$ cat src/rtl/wrb_config.svh
// Write-response bank sizing macros shared by the package and the RTL units

`ifndef WRB_CONFIG_SVH
`define WRB_CONFIG_SVH

// Identifier width of a response, 16 identifiers
`define WRB_ID_WIDTH 4

// Payload bits carried next to the identifier
`define WRB_PAYLOAD_WIDTH 28

// Shared slots, common to all identifier lists
`define WRB_NUM_SLOTS 16

`endif

$ cat src/rtl/wrb_pkg.sv
// Write-response bank types: identifiers, slot addresses, messages and release choice

`include "wrb_config.svh"

package wrb_pkg;

  // Derived sizes
  localparam int NumIds = 2 ** `WRB_ID_WIDTH;
  localparam int SlotAddrWidth = $clog2(`WRB_NUM_SLOTS);

  typedef logic [`WRB_ID_WIDTH-1:0] wrb_id_t;
  typedef logic [SlotAddrWidth-1:0] wrb_addr_t;

  // One bit per shared slot
  typedef logic [`WRB_NUM_SLOTS-1:0] wrb_slot_mask_t;

  // Stored response, identifier in the upper bits
  typedef struct packed {
    wrb_id_t                       id;
    logic [`WRB_PAYLOAD_WIDTH-1:0] payload;
  } wrb_msg_t;

  // Next response to move into the output register
  typedef struct packed {
    logic      valid;
    wrb_id_t   id;
    wrb_addr_t addr;
  } wrb_release_t;

endpackage

$ cat src/rtl/wrb_bank.sv
// Write-response bank top: slot allocation, per-identifier lists and ordered release

`timescale 1ns/100ps
`include "wrb_config.svh"

module wrb_bank (
  input  logic                    clk_i,
  input  logic                    rst_ni,
  input  wrb_pkg::wrb_id_t        reserve_id_i,
  input  logic                    reserve_ready_i,
  output logic                    reserve_valid_o,
  output wrb_pkg::wrb_addr_t      reserved_addr_o,
  input  logic                    in_valid_i,
  input  wrb_pkg::wrb_msg_t       in_msg_i,
  output logic                    in_ready_o,
  input  wrb_pkg::wrb_slot_mask_t release_en_i,
  output wrb_pkg::wrb_slot_mask_t released_slot_o,
  input  logic                    out_ready_i,
  output logic                    out_valid_o,
  output wrb_pkg::wrb_msg_t       out_msg_o
);
  import wrb_pkg::*;

  logic                   any_free;
  logic                   reserve_hs;
  logic                   release_hs;
  logic                   fill_ok;
  wrb_addr_t              free_addr;
  wrb_addr_t              fill_addr;
  wrb_addr_t              out_addr;
  wrb_addr_t [NumIds-1:0] tails;
  logic [NumIds-1:0]      filled;
  wrb_release_t           load;

  // Handshakes
  assign reserve_hs = any_free & reserve_ready_i;
  assign release_hs = out_valid_o & out_ready_i;

  assign reserve_valid_o = any_free;
  assign reserved_addr_o = free_addr;
  assign in_ready_o = fill_ok;

  wrb_free_slots u_free_slots (
    .clk_i           (clk_i),
    .rst_ni          (rst_ni),
    .reserve_i       (reserve_hs),
    .release_i       (release_hs),
    .release_addr_i  (out_addr),
    .free_addr_o     (free_addr),
    .any_free_o      (any_free),
    .released_slot_o (released_slot_o)
  );

  wrb_id_queues u_id_queues (
    .clk_i        (clk_i),
    .rst_ni       (rst_ni),
    .reserve_i    (reserve_hs),
    .reserve_id_i (reserve_id_i),
    .free_addr_i  (free_addr),
    .fill_valid_i (in_valid_i),
    .fill_id_i    (in_msg_i.id),
    .fill_ok_o    (fill_ok),
    .fill_addr_o  (fill_addr),
    .load_i       (load),
    .tails_o      (tails),
    .filled_o     (filled)
  );

  wrb_release_arbiter u_release_arbiter (
    .clk_i        (clk_i),
    .rst_ni       (rst_ni),
    .tails_i      (tails),
    .filled_i     (filled),
    .release_en_i (release_en_i),
    .out_ready_i  (out_ready_i),
    .load_o       (load),
    .out_valid_o  (out_valid_o),
    .out_addr_o   (out_addr)
  );

  // Message store, written on input acceptance, read at the output slot
  wrb_slot_store #(
    .entry_t (wrb_msg_t)
  ) u_msg_store (
    .clk_i     (clk_i),
    .rst_ni    (rst_ni),
    .we_i      (fill_ok),
    .waddr_i   (fill_addr),
    .wdata_i   (in_msg_i),
    .raddr_a_i (out_addr),
    .rdata_a_o (out_msg_o),
    .raddr_b_i (out_addr),
    .rdata_b_o ()
  );

endmodule

$ cat src/rtl/wrb_free_slots.sv
// Slot occupancy tracking with lowest-free-slot search and freed-slot pulse

`timescale 1ns/100ps
`include "wrb_config.svh"

module wrb_free_slots (
  input  logic                    clk_i,
  input  logic                    rst_ni,
  input  logic                    reserve_i,
  input  logic                    release_i,
  input  wrb_pkg::wrb_addr_t      release_addr_i,
  output wrb_pkg::wrb_addr_t      free_addr_o,
  output logic                    any_free_o,
  output wrb_pkg::wrb_slot_mask_t released_slot_o
);
  import wrb_pkg::*;

  wrb_slot_mask_t valid_q;
  wrb_slot_mask_t valid_d;
  wrb_slot_mask_t reserve_mask;

  //////////////////////////////////////////////////
  // Lowest free slot
  //////////////////////////////////////////////////

  // Scan downwards so the lowest free index wins
  always_comb begin
    free_addr_o = '0;
    for (int i = `WRB_NUM_SLOTS - 1; i >= 0; i--) begin
      if (!valid_q[i]) begin
        free_addr_o = wrb_addr_t'(i);
      end
    end
  end

  assign any_free_o = ~&valid_q;

  //////////////////////////////////////////////////
  // Valid bits
  //////////////////////////////////////////////////

  assign reserve_mask = reserve_i ? (wrb_slot_mask_t'(1) << free_addr_o) : '0;

  // Freed slot pulses only during the output handshake
  assign released_slot_o = release_i ? (wrb_slot_mask_t'(1) << release_addr_i) : '0;

  // A reserved slot is free and a released one is valid, so the masks never overlap
  assign valid_d = (valid_q | reserve_mask) & ~released_slot_o;

  always_ff @(posedge clk_i or negedge rst_ni) begin
    if (!rst_ni) begin
      valid_q <= '0;
    end else begin
      valid_q <= valid_d;
    end
  end

endmodule

$ cat src/rtl/wrb_id_queues.sv
// Per-identifier slot lists with head, fill and tail pointers over a next-pointer store

`timescale 1ns/100ps
`include "wrb_config.svh"

module wrb_id_queues (
  input  logic                                     clk_i,
  input  logic                                     rst_ni,
  input  logic                                     reserve_i,
  input  wrb_pkg::wrb_id_t                         reserve_id_i,
  input  wrb_pkg::wrb_addr_t                       free_addr_i,
  input  logic                                     fill_valid_i,
  input  wrb_pkg::wrb_id_t                         fill_id_i,
  output logic                                     fill_ok_o,
  output wrb_pkg::wrb_addr_t                       fill_addr_o,
  input  wrb_pkg::wrb_release_t                    load_i,
  output wrb_pkg::wrb_addr_t [wrb_pkg::NumIds-1:0] tails_o,
  output logic [wrb_pkg::NumIds-1:0]               filled_o
);
  import wrb_pkg::*;

  // Counts run up to the full slot count
  localparam int CntWidth = $clog2(`WRB_NUM_SLOTS + 1);

  typedef logic [CntWidth-1:0] cnt_t;

  // Head is the newest reserved slot, fill the oldest unfilled one,
  // tail the oldest filled slot not yet in the output register
  wrb_addr_t head_q [NumIds];
  wrb_addr_t fill_q [NumIds];
  wrb_addr_t tail_q [NumIds];
  cnt_t      rsv_cnt_q [NumIds];
  cnt_t      done_cnt_q [NumIds];

  logic      link_we;
  wrb_addr_t fill_next;
  wrb_addr_t tail_next;

  //////////////////////////////////////////////////
  // Next-pointer store
  //////////////////////////////////////////////////

  // Link the old head to the new slot unless the list is empty
  assign link_we = reserve_i &&
      (rsv_cnt_q[reserve_id_i] != '0 || done_cnt_q[reserve_id_i] != '0);

  wrb_slot_store #(
    .entry_t (wrb_addr_t)
  ) u_next_store (
    .clk_i     (clk_i),
    .rst_ni    (rst_ni),
    .we_i      (link_we),
    .waddr_i   (head_q[reserve_id_i]),
    .wdata_i   (free_addr_i),
    .raddr_a_i (fill_q[fill_id_i]),
    .rdata_a_o (fill_next),
    .raddr_b_i (load_i.addr),
    .rdata_b_o (tail_next)
  );

  // Input side
  assign fill_ok_o = fill_valid_i && (rsv_cnt_q[fill_id_i] != '0);
  assign fill_addr_o = fill_q[fill_id_i];

  //////////////////////////////////////////////////
  // Per-identifier pointers
  //////////////////////////////////////////////////

  for (genvar i = 0; i < NumIds; i++) begin : g_id
    logic      rsv_hit;
    logic      fill_hit;
    logic      load_hit;
    wrb_addr_t head_d;
    wrb_addr_t fill_d;
    wrb_addr_t tail_d;
    cnt_t      rsv_cnt_d;
    cnt_t      done_cnt_d;

    assign rsv_hit = reserve_i && (reserve_id_i == wrb_id_t'(i));
    assign fill_hit = fill_ok_o && (fill_id_i == wrb_id_t'(i));
    assign load_hit = load_i.valid && (load_i.id == wrb_id_t'(i));

    always_comb begin
      head_d = rsv_hit ? free_addr_i : head_q[i];
      rsv_cnt_d = rsv_cnt_q[i] + cnt_t'(rsv_hit) - cnt_t'(fill_hit);
      done_cnt_d = done_cnt_q[i] + cnt_t'(fill_hit) - cnt_t'(load_hit);

      // Fill pointer follows its link, or takes the new slot once it
      // has caught up with the head
      fill_d = fill_q[i];
      if (fill_hit && rsv_cnt_q[i] > cnt_t'(1)) begin
        fill_d = fill_next;
      end else if (rsv_hit && (rsv_cnt_q[i] == '0 || fill_hit)) begin
        fill_d = free_addr_i;
      end

      // Tail follows its link, or the slot being filled when nothing
      // else is waiting
      tail_d = tail_q[i];
      if (load_hit && done_cnt_q[i] > cnt_t'(1)) begin
        tail_d = tail_next;
      end else if (fill_hit && (done_cnt_q[i] == '0 || load_hit)) begin
        tail_d = fill_q[i];
      end
    end

    always_ff @(posedge clk_i or negedge rst_ni) begin
      if (!rst_ni) begin
        head_q[i] <= '0;
        fill_q[i] <= '0;
        tail_q[i] <= '0;
        rsv_cnt_q[i] <= '0;
        done_cnt_q[i] <= '0;
      end else begin
        head_q[i] <= head_d;
        fill_q[i] <= fill_d;
        tail_q[i] <= tail_d;
        rsv_cnt_q[i] <= rsv_cnt_d;
        done_cnt_q[i] <= done_cnt_d;
      end
    end

    assign tails_o[i] = tail_q[i];
    assign filled_o[i] = |done_cnt_q[i];
  end

endmodule

$ cat src/rtl/wrb_release_arbiter.sv
// Release arbiter: picks the lowest eligible identifier and holds the output slot

`timescale 1ns/100ps
`include "wrb_config.svh"

module wrb_release_arbiter (
  input  logic                                     clk_i,
  input  logic                                     rst_ni,
  input  wrb_pkg::wrb_addr_t [wrb_pkg::NumIds-1:0] tails_i,
  input  logic [wrb_pkg::NumIds-1:0]               filled_i,
  input  wrb_pkg::wrb_slot_mask_t                  release_en_i,
  input  logic                                     out_ready_i,
  output wrb_pkg::wrb_release_t                    load_o,
  output logic                                     out_valid_o,
  output wrb_pkg::wrb_addr_t                       out_addr_o
);
  import wrb_pkg::*;

  logic [NumIds-1:0] eligible;
  logic              can_load;
  logic              out_valid_q;
  wrb_addr_t         out_addr_q;

  // Oldest filled slot of an identifier, gated by its enable bit
  for (genvar i = 0; i < NumIds; i++) begin : g_elig
    assign eligible[i] = filled_i[i] && release_en_i[tails_i[i]];
  end

  // Output register empty or emptied this cycle
  assign can_load = !out_valid_q || out_ready_i;

  always_comb begin
    load_o = '0;
    for (int i = NumIds - 1; i >= 0; i--) begin
      if (eligible[i]) begin
        load_o.id = wrb_id_t'(i);
        load_o.addr = tails_i[i];
      end
    end
    load_o.valid = can_load && (|eligible);
  end

  //////////////////////////////////////////////////
  // Output register
  //////////////////////////////////////////////////

  always_ff @(posedge clk_i or negedge rst_ni) begin
    if (!rst_ni) begin
      out_valid_q <= 1'b0;
    end else if (can_load) begin
      out_valid_q <= load_o.valid;
    end
  end

  // Address held under back-pressure
  always_ff @(posedge clk_i) begin
    if (load_o.valid) begin
      out_addr_q <= load_o.addr;
    end
  end

  assign out_valid_o = out_valid_q;
  assign out_addr_o = out_addr_q;

endmodule

$ cat src/rtl/wrb_slot_store.sv
// Flop-array slot store with one write port and two asynchronous read ports

`timescale 1ns/100ps
`include "wrb_config.svh"

module wrb_slot_store #(
  parameter type entry_t = wrb_pkg::wrb_addr_t
) (
  input  logic               clk_i,
  input  logic               rst_ni,
  input  logic               we_i,
  input  wrb_pkg::wrb_addr_t waddr_i,
  input  entry_t             wdata_i,
  input  wrb_pkg::wrb_addr_t raddr_a_i,
  output entry_t             rdata_a_o,
  input  wrb_pkg::wrb_addr_t raddr_b_i,
  output entry_t             rdata_b_o
);
  import wrb_pkg::*;

  entry_t mem_q [`WRB_NUM_SLOTS];

  always_ff @(posedge clk_i or negedge rst_ni) begin
    if (!rst_ni) begin
      for (int i = 0; i < `WRB_NUM_SLOTS; i++) begin
        mem_q[i] <= '0;
      end
    end else if (we_i) begin
      mem_q[waddr_i] <= wdata_i;
    end
  end

  // Reads see the array as it stands before the edge
  assign rdata_a_o = mem_q[raddr_a_i];
  assign rdata_b_o = mem_q[raddr_b_i];

endmodule
$ cat config.mk
export PLATFORM = sky130hd
export DESIGN_NAME = wrb_bank
export DESIGN_NICKNAME = d
export VERILOG_FILES = /design/src/rtl/wrb_pkg.sv /design/src/rtl/wrb_bank.sv /design/src/rtl/wrb_free_slots.sv /design/src/rtl/wrb_id_queues.sv /design/src/rtl/wrb_release_arbiter.sv /design/src/rtl/wrb_slot_store.sv
export VERILOG_INCLUDE_DIRS = /design/src /design/src/rtl
export SDC_FILE = /design/constraint.sdc
export NUM_CORES = 2
export LEC_CHECK = 0
export BUFFER_PORTS_ARGS = -buffer_cell sky130_fd_sc_hd__buf_2
export CORE_ASPECT_RATIO = 1.4
export CORE_MARGIN = 2
export CORE_UTILIZATION = 50
export CTS_CLUSTER_SIZE = 10
export DETAILED_ROUTE_END_ITERATION = 7
export PLACE_DENSITY = 0.79
export SLEW_MARGIN = 15
export SYNTH_ARGS = -nofsm -noshare
export SYNTH_HDL_FRONTEND = slang
export SYNTH_HIERARCHICAL = 1
export SYNTH_SLANG_ARGS = --single-unit
$ cat constraint.sdc
create_clock -name clk_i -period 4.8 [get_ports clk_i]
set_input_delay 0.96 -clock clk_i [delete_from_list [all_inputs] [get_ports clk_i]]
set_output_delay 0.96 -clock clk_i [all_outputs]
set_load 0.1 [all_outputs]
==> results.md <==
- Status: completed
- Filler cells: 8,238
- CTS tree: built
- Placement row count: about 140
- Overall Global Routing Usage: 0.271
- Final worst slack: between 0.15 and 0.2 ns
- Clk sinks: 949
- CP Launch Type: register
- Unrepaired setup endpoints after global routing: false
- Power Dens Cells: 737 nW/um2
- Cell Area, Synth: 53,400 um2
- Multi-input gate area: between 20,000 and 30,000 um2
- Measured slew at the worst slew-check pin: between 1 and 1.5 ns
- Layout cells sized above 1: 0.354
- Clock Root Buffer: clkbuf_16
- Number of routed nets with antenna violations: 0
- Die Wd: approximately 280 um
- Total number of vias: about 38,000
- Initial Utilization: 0.505
- Wirelength, routed: around 150 mm
- Global-route wire length before repair: between 200 and 250 mm
- Initial antenna violation count: 9
- Max Clk Rate: 217 MHz
- Syn Nets: ~4,700
- Max clock buf depth: 3
- Crit Path Class: reg2out
- Worst Path Required: 3.84 ns
- Final Power: between 40 and 50 mW
- Max Slew Vio Count: 0
- Crit-path max FO: 6
- Maxcap violations: 0
- Inst Count DP: just under 6,000
- Area Overhead vs Synth: 14.3%
- Vias in the first global route: 39,800
- Worst IR drop on VDD: 0.000603 V
- H-tree depth reported by CTS: 3
- Hold-fix buffers, CTS: 0
- Setup violators final: 0
- Worst-path clk slew: roughly 0.06 ns
- Clk Latency, worst-skew pair: roughly 0.75 ns
- Final Non-Filler Cells: 6,071
- Hold WC Path Type: in2async
- GPL Wtd Cong: 0.982
- CTS Buf Count: between 100 and 150
- Via-to-Cell Ratio: just over 6
- Post-Route Utilization: 0.577
- # IOs: roughly 110
- Initial DRC Count: roughly 3,300
- Cell count after synthesis: 4,371
- Mapped Avg Cell Area: between 10 and 15 um2
- Routed len/inst: 24.3 um
- DP Worst Slack: -0.474 ns
- Leak Pwr: between 20 and 30 nW
- Post-route DRC: 0
- Final net count: between 5,000 and 6,000
- Hpwl dp: about 100 mm
- Worst Path Arrival: approximately 3.7 ns
- Die ar.: around 110,000 um2
- Pre-antenna DRT Iters: 8
- Seq. cell area: 23,800 um2
- Clock skew: 0.0804 ns
- Core area: roughly 110,000 um2
- GR Overflow Total: 0
- Setup crit end kind: primary output
- Pin count of the biggest net entering global routing: 98
- Buffers on Ports: around 110
- Final Hold Vio Count: 0
- Yosys Warn Count: 6
- Min Hold Slack: roughly 0.29 ns
- Die height: about 400 um
- Period utilization: 0.961
- Tmin final: between 4 and 5 ns
- Worst rel slew slack: 0.207
[what timing repair did]
| action | in CTS | in global routing |
|---|---|---|
| setup endpoints to repair | 75 | 86 |
| gates cloned | 0 | 1 |
| setup buffers | 0 | 7 |
| resized for setup | 5 | 50 |
| pin swaps | 0 | 22 |
[worst max-delay path, cell delays in order, from the launching register on]
cell and delay (ns):
dfrtp_1 0.44, or4_1 0.56, or3_1 0.38, a32oi_2 0.31, nand3_1 0.28, a221oi_1 0.37, a21oi_2 0.18, buf_4 0.22
buf_12 0.17
[path summary, 6_finish.rpt]
path / start / endpoint / slack [ns] / depth (start not counted)
setup reg to reg: u_id_queues/done_cnt_q[37]$_DFF_PN0_ / u_id_queues/tails_o[4]$_DFFE_PN0P_ / 0.21 / 20
hold / removal: rst_ni / u_msg_store/mem_q[68]$_DFFE_PN0P_ / 0.29 / 1
setup / recovery: u_id_queues/rsv_cnt_q[10]$_DFF_PN0_ / in_ready_o / 0.19 / 8
hold reg to reg: u_id_queues/head_q[16]$_DFFE_PN0P_ / u_id_queues/head_q[16]$_DFFE_PN0P_ / 0.48 / 2
max in group asynchronous: rst_ni / u_msg_store/mem_q[157]$_DFFE_PN0P_ / 3.28 / 3
min in group clk_i: u_id_queues/head_q[16]$_DFFE_PN0P_ / u_id_queues/head_q[16]$_DFFE_PN0P_ / 0.48 / 2
[state kept, by name, indices dropped and copies added (netlist names)]
name	cells
u_release_arbiter/out_addr_o	4
u_id_queues/rsv_cnt_q	80
u_id_queues/fill_q	64
u_id_queues/done_cnt_q	80
u_id_queues/tails_o	64
u_free_slots/valid_q	16
u_id_queues/u_next_store/mem_q	64
u_id_queues/head_q	64
u_msg_store/mem_q	512
u_release_arbiter/out_valid_o	1
[layout by cell type, fill, tap and decap left out, types with 27 or more instances in the layout]
cell         n
dfrtp_1    941
buf_4      290
xor2_1      86
buf_12      42
a22oi_1     75
buf_2      109
nand2_1    229
nor2_1     314
o21ai_0     69
a31oi_1     27
clkbuf_16  109
mux4_2     235
nand2b_1    31
mux2_2     731
nor2b_1     27
inv_1      304
a21oi_1    138
nand3_1     76
mux2i_1     98
ha_1       254
nor4_1      31
nor3_1      38
[metrics by stage]
stage          TNS, ns  area [um2]
5_1_grt              0       61000
2_1_floorplan        0       53400
3_5_place_dp    -26.23       57700
6_report             0       61000
3_3_place_gp    -22.18       57700
4_1_cts              0       60700
[area by class of cell]
type | count | area share
Tap cell | 1358 | 0.0279
Antenna cell | 4 | 0.000164
Clock buffer | 118 | 0.0454
Timing Repair Buffer | 445 | 0.0595
Multi-Input combinational cell | 2878 | 0.455
Inverter | 308 | 0.0190
Sequential cell | 949 | 0.390
Clock inverter | 11 | 0.00351
[per-layer routing]
layer | vias to the layer above | global-route usage | part of all wire
met1 | 19300 | 0.315 | 0.36
li1 | 16400 | - | -
met4 | 8 | 0.161 | 0.065
met5 | - | 0 | 0.00034
met3 | 511 | 0.0460 | 0.070
met2 | 1578 | 0.469 | 0.50
[report_power, final]
part,switching [mW],leakage (nW),total [mW],internal (mW)
sequential,2.65,12.2,14.0,11.4
clock,3.23,1.46,7.34,4.11
combinational,13.4,14.8,23.6,10.2
No activity file was read; power rests on OpenSTA's default activity.
